<file path="src/hdl/ula_config.svh">
`ifndef ULA_CONFIG_SVH
`define ULA_CONFIG_SVH

// Raster geometry of the 48K frame, in pixel clocks and lines
`define ULA_H_TOTAL       448
`define ULA_V_TOTAL       312
`define ULA_PAPER_W       256
`define ULA_PAPER_H       192

// Sync positions, active low
`define ULA_HSYNC_START   344
`define ULA_HSYNC_LEN     32
`define ULA_VSYNC_START   248
`define ULA_VSYNC_LEN     4

// Frame interrupt width on the first vsync line
`define ULA_INT_LEN       32

// Flash toggles every 16 frames, so the top bit of a 5-bit count
`define ULA_FLASH_BITS    5

// Red border out of reset
`define ULA_BORDER_RESET  3'd2

// Channel levels for normal and bright colours
`define ULA_LEVEL_HALF    3'd5
`define ULA_LEVEL_FULL    3'd7

// Even port left to the MMU
`define ULA_PORT_MMU      8'hF4

`endif

</file>
<file path="src/hdl/ulaPkg.sv">
package ulaPkg;

   // Raster position
   typedef logic [8:0] hCount;
   typedef logic [8:0] vCount;

   // 16 KB video RAM
   typedef logic [13:0] vramAddr;

   // CPU and VRAM data byte
   typedef logic [7:0] byteT;

   // One colour channel, or a GRB index as found in the attribute
   typedef logic [2:0] colour3;

   // Bright in bit 3, then G, R, B
   typedef logic [3:0] igrbColour;

   // Character column on a paper line, 0 to 31
   typedef logic [4:0] colIndex;

endpackage

</file>
<file path="src/hdl/cpuPorts.sv">
`timescale 1ns/1ns

`include "ula_config.svh"

module cpuPorts
   import ulaPkg::*;
(
   input  logic        clk7,
   input  logic        rst_n,
   input  logic [15:0] a,
   input  logic        iorqN,
   input  logic        rdN,
   input  logic        wrN,
   input  byteT        din,
   output byteT        dout,
   input  logic        ear,
   input  logic [4:0]  kbd,
   output colour3      border,
   output logic        mic,
   output logic        spk
);

   logic portSel;
   logic portWrite;
   logic portRead;

   //////////////////////////////////////////////////////////////////////
   // Port decode
   //////////////////////////////////////////////////////////////////////

   // Any even port answers, except the one owned by the MMU
   assign portSel   = !a[0] && (a[7:0] != `ULA_PORT_MMU);
   assign portWrite = !iorqN && !wrN && portSel;
   assign portRead  = !iorqN && !rdN && portSel;

   //////////////////////////////////////////////////////////////////////
   // Output registers
   //////////////////////////////////////////////////////////////////////

   always_ff @(posedge clk7) begin
      if (!rst_n) begin
         border <= `ULA_BORDER_RESET;
         mic    <= 1'b0;
         spk    <= 1'b0;
      end else if (portWrite) begin
         border <= din[2:0];
         mic    <= din[3];
         spk    <= din[4];
      end
   end

   //////////////////////////////////////////////////////////////////////
   // Read data
   //////////////////////////////////////////////////////////////////////

   // EAR input sees the speaker output through the analogue stage
   always_comb begin
      if (portRead) begin
         dout = {1'b1, ear ^ spk, 1'b1, kbd};
      end else begin
         // Idle bus pulls high
         dout = 8'hFF;
      end
   end

endmodule

</file>
<file path="src/hdl/fetchControl.sv">
`timescale 1ns/1ns

`include "ula_config.svh"

module fetchControl
   import ulaPkg::*;
(
   input  logic    clk7,
   input  logic    rst_n,
   input  hCount   hc,
   input  vCount   vc,
   output logic    bitmapLoad,
   output logic    attrLoad,
   output logic    serialLoad,
   output logic    attrOutLoad,
   output logic    videoEnable,
   output vramAddr va
);

   logic    inPaper;
   logic    attrSel;
   colIndex colAddr;

   //////////////////////////////////////////////////////////////////////
   // Fetch window
   //////////////////////////////////////////////////////////////////////

   // Fetches happen over the 256 paper clocks of lines 0 to 191
   assign inPaper = (vc < `ULA_PAPER_H) && (hc < `ULA_PAPER_W);

   // Two bitmap and two attribute reads per 16 clocks
   always_comb begin
      bitmapLoad = 1'b0;
      attrLoad   = 1'b0;
      attrSel    = 1'b0;
      if (inPaper) begin
         case (hc[3:0])
            4'd9, 4'd13: begin
               bitmapLoad = 1'b1;
            end
            4'd10, 4'd14: begin
               attrSel = 1'b1;
            end
            4'd11, 4'd15: begin
               attrSel  = 1'b1;
               attrLoad = 1'b1;
            end
            default: begin
               attrSel = 1'b0;
            end
         endcase
      end
   end

   //////////////////////////////////////////////////////////////////////
   // Output strobes
   //////////////////////////////////////////////////////////////////////

   // Displayed paper lags the fetch by 8 clocks
   assign videoEnable = (vc < `ULA_PAPER_H) && (hc >= 9'd8) &&
                        (hc < (`ULA_PAPER_W + 8));

   // Attribute output refreshes every 8 clocks, paper or border
   assign attrOutLoad = (hc[2:0] == 3'd4);
   assign serialLoad  = videoEnable && attrOutLoad;

   //////////////////////////////////////////////////////////////////////
   // Column register and address
   //////////////////////////////////////////////////////////////////////

   // Latched mid-cell so the address holds steady across each fetch pair
   always_ff @(posedge clk7) begin
      if (!rst_n) begin
         colAddr <= '0;
      end else if (hc[2:0] == 3'd3) begin
         colAddr <= hc[7:3];
      end
   end

   // Bitmap form is the default outside a fetch
   assign va = attrSel ? {1'b0, 3'b110, vc[7:3], colAddr} :
                         {1'b0, vc[7:6], vc[2:0], vc[5:3], colAddr};

endmodule

</file>
<file path="src/hdl/pixelPipe.sv">
`timescale 1ns/1ns

`include "ula_config.svh"

module pixelPipe
   import ulaPkg::*;
(
   input  logic   clk7,
   input  logic   rst_n,
   input  hCount  hc,
   input  vCount  vc,
   input  byteT   vramData,
   input  colour3 border,
   input  logic   bitmapLoad,
   input  logic   attrLoad,
   input  logic   serialLoad,
   input  logic   attrOutLoad,
   input  logic   videoEnable,
   output colour3 r,
   output colour3 g,
   output colour3 b
);

   byteT      bitmapData;
   byteT      attrData;
   byteT      shiftReg;
   byteT      attrOut;
   logic [`ULA_FLASH_BITS-1:0] flashCnt;
   logic      pixel;
   igrbColour igrb;
   colour3    level;
   logic [8:0] grb9;

   //////////////////////////////////////////////////////////////////////
   // Data capture and serializer
   //////////////////////////////////////////////////////////////////////

   always_ff @(posedge clk7) begin
      if (!rst_n) begin
         bitmapData <= '0;
         attrData   <= '0;
      end else begin
         if (bitmapLoad) begin
            bitmapData <= vramData;
         end
         if (attrLoad) begin
            attrData <= vramData;
         end
      end
   end

   // MSB first, zeros shifted in so the border shows paper
   always_ff @(posedge clk7) begin
      if (!rst_n) begin
         shiftReg <= '0;
      end else if (serialLoad) begin
         shiftReg <= bitmapData;
      end else begin
         shiftReg <= {shiftReg[6:0], 1'b0};
      end
   end

   // Border cells: ink and paper both the border colour, no bright or flash
   always_ff @(posedge clk7) begin
      if (!rst_n) begin
         attrOut <= '0;
      end else if (attrOutLoad) begin
         attrOut <= videoEnable ? attrData : {2'b00, border, border};
      end
   end

   //////////////////////////////////////////////////////////////////////
   // Flash and colour select
   //////////////////////////////////////////////////////////////////////

   // Counts frames at the start of vertical sync
   always_ff @(posedge clk7) begin
      if (!rst_n) begin
         flashCnt <= '0;
      end else if ((vc == `ULA_VSYNC_START) && (hc == 9'd0)) begin
         flashCnt <= flashCnt + 1'b1;
      end
   end

   assign pixel = shiftReg[7] ^ (attrOut[7] & flashCnt[`ULA_FLASH_BITS-1]);
   assign igrb  = {attrOut[6], (pixel ? attrOut[2:0] : attrOut[5:3])};

   //////////////////////////////////////////////////////////////////////
   // Palette
   //////////////////////////////////////////////////////////////////////

   always_comb begin
      level = igrb[3] ? `ULA_LEVEL_FULL : `ULA_LEVEL_HALF;
      case (igrb[2:0])
         3'd0: grb9 = {3'd0,  3'd0,  3'd0};
         3'd1: grb9 = {3'd0,  3'd0,  level};
         3'd2: grb9 = {3'd0,  level, 3'd0};
         3'd3: grb9 = {3'd0,  level, level};
         3'd4: grb9 = {level, 3'd0,  3'd0};
         3'd5: grb9 = {level, 3'd0,  level};
         3'd6: grb9 = {level, level, 3'd0};
         default: grb9 = {level, level, level};
      endcase
   end

   assign g = grb9[8:6];
   assign r = grb9[5:3];
   assign b = grb9[2:0];

endmodule

</file>
<file path="src/hdl/ulaTop.sv">
`timescale 1ns/1ns

module ulaTop
   import ulaPkg::*;
(
   input  logic        clk7,
   input  logic        rst_n,
   input  logic [15:0] a,
   input  logic        iorqN,
   input  logic        rdN,
   input  logic        wrN,
   input  byteT        din,
   output byteT        dout,
   output vramAddr     va,
   input  byteT        vramData,
   input  logic        ear,
   input  logic [4:0]  kbd,
   output logic        mic,
   output logic        spk,
   output colour3      r,
   output colour3      g,
   output colour3      b,
   output logic        hsync,
   output logic        vsync,
   output logic        intN
);

   hCount  hc;
   vCount  vc;
   colour3 border;
   logic   bitmapLoad;
   logic   attrLoad;
   logic   serialLoad;
   logic   attrOutLoad;
   logic   videoEnable;

   videoTiming timing (
      .clk7  (clk7),
      .rst_n (rst_n),
      .hc    (hc),
      .vc    (vc),
      .hsync (hsync),
      .vsync (vsync),
      .intN  (intN)
   );

   fetchControl fetch (
      .clk7        (clk7),
      .rst_n       (rst_n),
      .hc          (hc),
      .vc          (vc),
      .bitmapLoad  (bitmapLoad),
      .attrLoad    (attrLoad),
      .serialLoad  (serialLoad),
      .attrOutLoad (attrOutLoad),
      .videoEnable (videoEnable),
      .va          (va)
   );

   pixelPipe pixels (
      .clk7        (clk7),
      .rst_n       (rst_n),
      .hc          (hc),
      .vc          (vc),
      .vramData    (vramData),
      .border      (border),
      .bitmapLoad  (bitmapLoad),
      .attrLoad    (attrLoad),
      .serialLoad  (serialLoad),
      .attrOutLoad (attrOutLoad),
      .videoEnable (videoEnable),
      .r           (r),
      .g           (g),
      .b           (b)
   );

   cpuPorts ports (
      .clk7   (clk7),
      .rst_n  (rst_n),
      .a      (a),
      .iorqN  (iorqN),
      .rdN    (rdN),
      .wrN    (wrN),
      .din    (din),
      .dout   (dout),
      .ear    (ear),
      .kbd    (kbd),
      .border (border),
      .mic    (mic),
      .spk    (spk)
   );

endmodule

</file>
<file path="src/hdl/videoTiming.sv">
`timescale 1ns/1ns

`include "ula_config.svh"

module videoTiming
   import ulaPkg::*;
(
   input  logic  clk7,
   input  logic  rst_n,
   output hCount hc,
   output vCount vc,
   output logic  hsync,
   output logic  vsync,
   output logic  intN
);

   logic lineEnd;
   logic frameEnd;

   //////////////////////////////////////////////////////////////////////
   // Raster counters
   //////////////////////////////////////////////////////////////////////

   assign lineEnd  = (hc == (`ULA_H_TOTAL - 1));
   assign frameEnd = (vc == (`ULA_V_TOTAL - 1));

   always_ff @(posedge clk7) begin
      if (!rst_n) begin
         hc <= '0;
      end else if (lineEnd) begin
         hc <= '0;
      end else begin
         hc <= hc + 1'b1;
      end
   end

   // Line counter steps once per wrap of hc
   always_ff @(posedge clk7) begin
      if (!rst_n) begin
         vc <= '0;
      end else if (lineEnd) begin
         if (frameEnd) begin
            vc <= '0;
         end else begin
            vc <= vc + 1'b1;
         end
      end
   end

   //////////////////////////////////////////////////////////////////////
   // Sync and interrupt decode
   //////////////////////////////////////////////////////////////////////

   // Low from hc 344 through 375
   assign hsync = !((hc >= `ULA_HSYNC_START) &&
                    (hc < (`ULA_HSYNC_START + `ULA_HSYNC_LEN)));

   // Low on lines 248 through 251
   assign vsync = !((vc >= `ULA_VSYNC_START) &&
                    (vc < (`ULA_VSYNC_START + `ULA_VSYNC_LEN)));

   // One pulse per frame, at the start of the first vsync line
   assign intN = !((vc == `ULA_VSYNC_START) && (hc < `ULA_INT_LEN));

endmodule

</file>
<file path="config.mk">
export PLATFORM = sky130hd
export DESIGN_NAME = ulaTop
export DESIGN_NICKNAME = d
export VERILOG_FILES = /design/src/hdl/ulaPkg.sv /design/src/hdl/cpuPorts.sv /design/src/hdl/fetchControl.sv /design/src/hdl/pixelPipe.sv /design/src/hdl/ulaTop.sv /design/src/hdl/videoTiming.sv
export VERILOG_INCLUDE_DIRS = /design/src /design/src/hdl
export SDC_FILE = /design/constraint.sdc
export NUM_CORES = 1
export LEC_CHECK = 0
export BUFFER_PORTS_ARGS = -buffer_cell sky130_fd_sc_hd__buf_2
export CELL_PAD_IN_SITES_DETAIL_PLACEMENT = 1
export CELL_PAD_IN_SITES_GLOBAL_PLACEMENT = 1
export CORE_AREA = 3 3 88 90
export CTS_BUF_LIST = sky130_fd_sc_hd__clkbuf_8
export CTS_CLUSTER_DIAMETER = 60
export DETAILED_ROUTE_END_ITERATION = 10
export DIE_AREA = 0 0 91 93
export PLACE_DENSITY_LB_ADDON = 0.08
export SLEW_MARGIN = 20
export SYNTH_ARGS = -nofsm -noshare
export SYNTH_HDL_FRONTEND = slang
export SYNTH_SLANG_ARGS = --single-unit
</file>
<file path="constraint.sdc">
create_clock -name clk7 -period 4.9 [get_ports clk7]
set_input_delay 0 -clock clk7 [delete_from_list [all_inputs] [get_ports clk7]]
set_output_delay 0 -clock clk7 [all_outputs]
set_load 0.005 [all_outputs]
</file>
; Yosys cells after proc, flatten, opt, wreduce, memory -nomap -nowiden
; Index checks and enable logic that the tools add are counted.
; W data, S select, Z words.
[classes]
addsub = 3
mul = 0
div = 0
n_lt_le_gt_ge = 9
n_eq_ne = 18
shift = 0
mux = 14
bitwise_logic = 4
reduce_logical = 27
[ops]
columns = operator, n
row1 = $pmux W9 S7, 1
row2 = $lt A9 B9 Y1 const B, 3
row3 = $eq A4 B4 Y1 const B, 6
row4 = $add A9 B1 Y9 const B, 2
row5 = $eq A9 B9 Y1 const B, 2
row6 = $lt A9 B8 Y1 const B, 2
row7 = $mux W8, 2
row8 = $logic_and A1 B1 Y1, 13
row9 = $mux W13, 1
row10 = $eq A3 B3 Y1 const B, 4
row11 = $eq A3 B2 Y1 const B, 3
row12 = $eq A9 B8 Y1 const B, 1
row13 = $ge A9 B4 Y1 const B, 1
row14 = $ge A9 B8 Y1 const B, 1
row15 = $ge A9 B9 Y1 const B, 1
row16 = $logic_not A9 Y1, 1
row17 = $lt A9 B6 Y1 const B, 1
row18 = $mux W9, 1
row19 = $ne A8 B8 Y1 const B, 1
row20 = $logic_not A1 Y1, 7
row21 = $mux W7, 1
row22 = $mux W1, 6
row23 = $reduce_or A2 Y1, 3
row24 = $add A5 B1 Y5 const B, 1
row25 = other kinds (9), 10
[totals]
regBits = 65
latchBits = 0
ramBits = 0
romBits = 0
out_inout_bits = 36
wordCells = 87
n_memories = 0

; Longest topological paths before layout
[logic_depth]
depth_word = 5
ltp_mapped = 6
depth_no_buf = 5

; Hierarchy
; A second synthesis with hierarchy kept.
[unflattened]
hier_cells = 346
hier_area_um2 = 3109.2
[modules_own_cells]
columns = mod, n_inst, cells_per_inst, area_each_um2
row1 = pixelPipe, 1, 160, 1517.7
row2 = videoTiming, 1, 110, 922.1
row3 = fetchControl, 1, 39, 340.3
row4 = cpuPorts, 1, 37, 329.1

; Worst setup path before layout
; No wires, ideal clock.
[synth_timing]
path_kind = flip-flop to flip-flop
start = register timing.hc[0]
end = register timing.vc[8]
setup_time_ps = 71
arrival_ps = 1740
required_ps = 4829
setup_slack_ps = 3089
path_stages_with_launch = 6
path_buffers = 0
synth_period_minus_slack_ps = 1811
cell_sequence = dfxtp_1 ha_1 nand2_1 or3_4 or4_1 a21oi_1
[synth_via]
elab_chain_cells = 1
[synth_rtl]
columns = item, line
row1 = from (decl), videoTiming.sv:10  ; output hCount hc,
row2 = from (signal assigned), videoTiming.sv:33  ; hc <= hc + 1'b1;
row3 = $eq A9 B9 Y1, videoTiming.sv:24  ; assign lineEnd = (hc == (`ULA_H_TOTAL - 1));
row4 = to (signal assigned), videoTiming.sv:45  ; vc <= vc + 1'b1;
row5 = to (decl), videoTiming.sv:11  ; output vCount vc,
; No other way between the ends.
; A chain may end at the register's enable or synchronous reset.

; Worst setup path in the final report
[layout_timing]
start = register timing.vc[7]
end = register pixels.bitmapData[4]
[layout_via]
elab_chain_cells = 3
[layout_rtl]
columns = item, line
row1 = $lt A9 B8 Y1 (no line), --
row2 = $logic_and A1 B1 Y1, fetchControl.sv:29  ; assign inPaper = (vc < `ULA_PAPER_H) && (hc < `ULA_PAPER_W);
row3 = $mux W1, fetchControl.sv:36  ; if (inPaper) begin
row4 = to (signal assigned), pixelPipe.sv:44  ; bitmapData <= vramData;
row5 = to (decl), pixelPipe.sv:24  ; byteT bitmapData;
; No other way between the ends.

==> flow_summary.ini <==
[sta]
period_minus_slack_ps = 2325
rsz0062_at_grt = false
relSlewSlack = 0.4484
finalWorstSetupSlack_ps = 2575
whs_ps = 88.74
max_clock_freq_mhz = 430.2
tns_ps = 0
hold_viol = 0
slew_violations = 0
fin_crit_sh = 0.4744
skew_ps = 6.542
setup-violations-final = 0
worstMarginPinSlew_ps = 827.4

[outcome]
status = complete, no violations

[synth]
synth_compound_area_frac = 0.09651
synthFlopType = dfxtp_1
synth_top_family_by_area = simple AND/OR/NAND/NOR gates
synth_top_cell_by_area = dfxtp_1
avgSynthCellArea_sq_um = 9.095
yosys.area_share.simple = 0.2287
yosysTopAreaCellShare = 0.4271
synth.distinct_cells = 43
ys_top_cells_by_area = dfxtp_1 (43%), mux2i_1 (11%), nor2_1 (5.1%)
syn_inst = 335
synth_seq_cells = 65
synth-xor-area-share = 0.03162
synth.most_common_cell = dfxtp_1
synth_fa_ha_area_frac = 0.02875
yosysWarnings = 0
ys_seq_area_frac = 0.4271
synth_area_sq_um = 3047
synth_commonest_cells = dfxtp_1 (65), nor2_1 (41), mux2i_1 (34)
ys_async_sr_fraction = 0
muxShareOfSynthArea = 0.1302
synth-edff-count = 0

[floorplan]
std_cell_rows = 31
dieArea_sq_um = 8463
core_sq_um = 7137
ioPinCount = 79
fp.dieW_um = 91
start_util = 0.4269
die_y_um = 93

[global_route]
antenna_found_initial = 0
grt_usage = 0.1928
grt_pass1_vias = 2758
grt_max_degree = 35
overflow = 0
grt_pass1_wl_um = 13260

[critical_path]
worst-path-stages = 4
cp_cell_sequence = a21oi_1, nand4_1, mux2i_1, nor2_1
critPathKind = flop to flop
max_stage_delay_ps = 700
worstPathArrival_ps = 2530
endpoint_kind = flop
critical_path.max_fanout = 11
critPathRequiredTime_ps = 5110
crit_family = simple AND/OR/NAND/NOR gates
start_kind = flop
ff2ff_setup_slack_ps = 2580
crit_buf_inv = 0
rr_worst_depth = 4
cp_slowest_cell = a21oi_1

[placed_design]
place_ws_ps = 2553
gp_congestion = 0.7740
portBuffers = 64
dpl.hpwl_um = 5232

[clocking]
cts_buffers = 9
clk_pin_slew_ps = 70
h-tree-depth = 3
clockBufferDepth = 2
clkLatencyLatePin_ps = 330
cts_root_buf = clkbuf_8
cts_post_setup_buffers_inserted = 0
cts_tree = built
cts_sinks = 65

[power_and_ir_drop]
leakage_nw = 1.618
p_total_mw = 1.210
p_per_area_nw_per_um2 = 321.6
ir_drop_mv = 0.1904

[finish]
area_growth_syn_to_layout_pct = 23.45
num-fill-cells = 857
final_core_utilization = 0.5270
nets = 450
diodes = 0
layout-drive-gt1-share = 0.2475

[route]
ant_nets = 0
vias = 2602
drc = 0
wirelength_um = 7482
drtIter0Drc = 78
wl_per_cell_um = 14.87
vias_per_cell = 5.173
first_pass_iters = 4

[run]
max_cap_violations = 0

[min_path]
hold_class = input port to flop
whs_path_depth = 2
==> metrics by stage <==
stage                     cell area (sq um)  std cells
after floorplan                        3050        336
after detailed placement               3366        475
after global placement                 3366        475
after CTS                              3761        503
after global routing                   3761        503
final                                  3761        503
==> registers in the layout, summed over array words and instances (netlist names), 5 cells and up <==
| register | count |
|---|---|
| pixels.flashCnt | 5 |
| pixels.bitmapData | 8 |
| pixels.shiftReg | 8 |
| pixels.attrOut | 8 |
| fetch.colAddr | 5 |
| timing.vc | 9 |
| pixels.attrData | 8 |
| timing.hc | 9 |
==> cell type report <==
| type | count | area, sq um | share of cell area |
|---|---|---|---|
| clock buffer | 10 | 137.6 | 0.03659 |
| clock inverter | 5 | 127.6 | 0.03393 |
| inverter | 10 | 37.54 | 0.009980 |
| multi-input combinational | 237 | 1583 | 0.4208 |
| sequential | 65 | 1301 | 0.3460 |
| tap | 99 | 123.9 | 0.03293 |
| timing repair buffer | 77 | 450.4 | 0.1198 |
==> worst paths after layout <==
path                      start                   end
max                timing.vc[7]  pixels.bitmapData[4]
max reg2reg        timing.vc[7]  pixels.bitmapData[4]
min reg2reg  pixels.shiftReg[3]    pixels.shiftReg[4]
min                       rst_n       ports.border[1]
==> power breakdown <==
part	total, mW	switching [mW]	internal (mW)
Clock	0.606	0.205	0.401
Sequential	0.539	0.00504	0.534
Combinational	0.0649	0.0351	0.0297
==> cells in the final DEF, fill, tap and decap left out, types with 2 or more instances in the layout <==
| cell type | count |
|---|---|
| dfxtp_1 | 65 |
| buf_2 | 64 |
| nor2_1 | 41 |
| mux2i_1 | 34 |
| nand2_1 | 23 |
| nand4_1 | 14 |
| dlygate4sd3_1 | 13 |
| a21oi_1 | 12 |
| nand3_1 | 12 |
| clkbuf_8 | 10 |
| o21ai_0 | 9 |
| inv_1 | 8 |
| or4_1 | 8 |
| or2_2 | 7 |
| xnor2_1 | 7 |
| o31ai_1 | 7 |
| ha_1 | 7 |
| a31oi_1 | 6 |
| mux2_2 | 5 |
| and2_1 | 5 |
| xor2_1 | 4 |
| nand2b_1 | 4 |
| and3_1 | 4 |
| bufinv_16 | 4 |
| or3_1 | 3 |
| nor4_1 | 3 |
| conb_1 | 3 |
| nand4b_1 | 2 |
| o311ai_2 | 2 |
| a31o_2 | 2 |
==> logic make-up after synthesis <==
| kind of cell | after synthesis |
|---|---|
| compound gates | 43 |
| xor+xnor | 11 |
| fa+ha+maj | 7 |
| buf+inv | 34 |
| flops | 65 |
| mux | 39 |
| other cells | 2 |
| simple gates | 134 |
==> worst reg2reg max path: stages (launching register included) <==
cell	delay, ps
dfxtp_1	380
a21oi_1	700
nand4_1	690
mux2i_1	380
nor2_1	60
==> repair_timing <==
item / CTS / global route
gates resized for setup: 0 / 0
endpoints found under the setup margin: 0 / 0
hold endpoints to repair: 21 / 0
hold buffers: 13 / 0
==> per-layer routing <==
metal,wire length [um],share of wire,track usage
met1,3473,0.46,0.2434
met4,55,0.0074,0.05276
met5,0,0,0
met2,3636,0.49,0.3268
met3,317,0.042,0.04988
(Power assumes the default switching activity.)
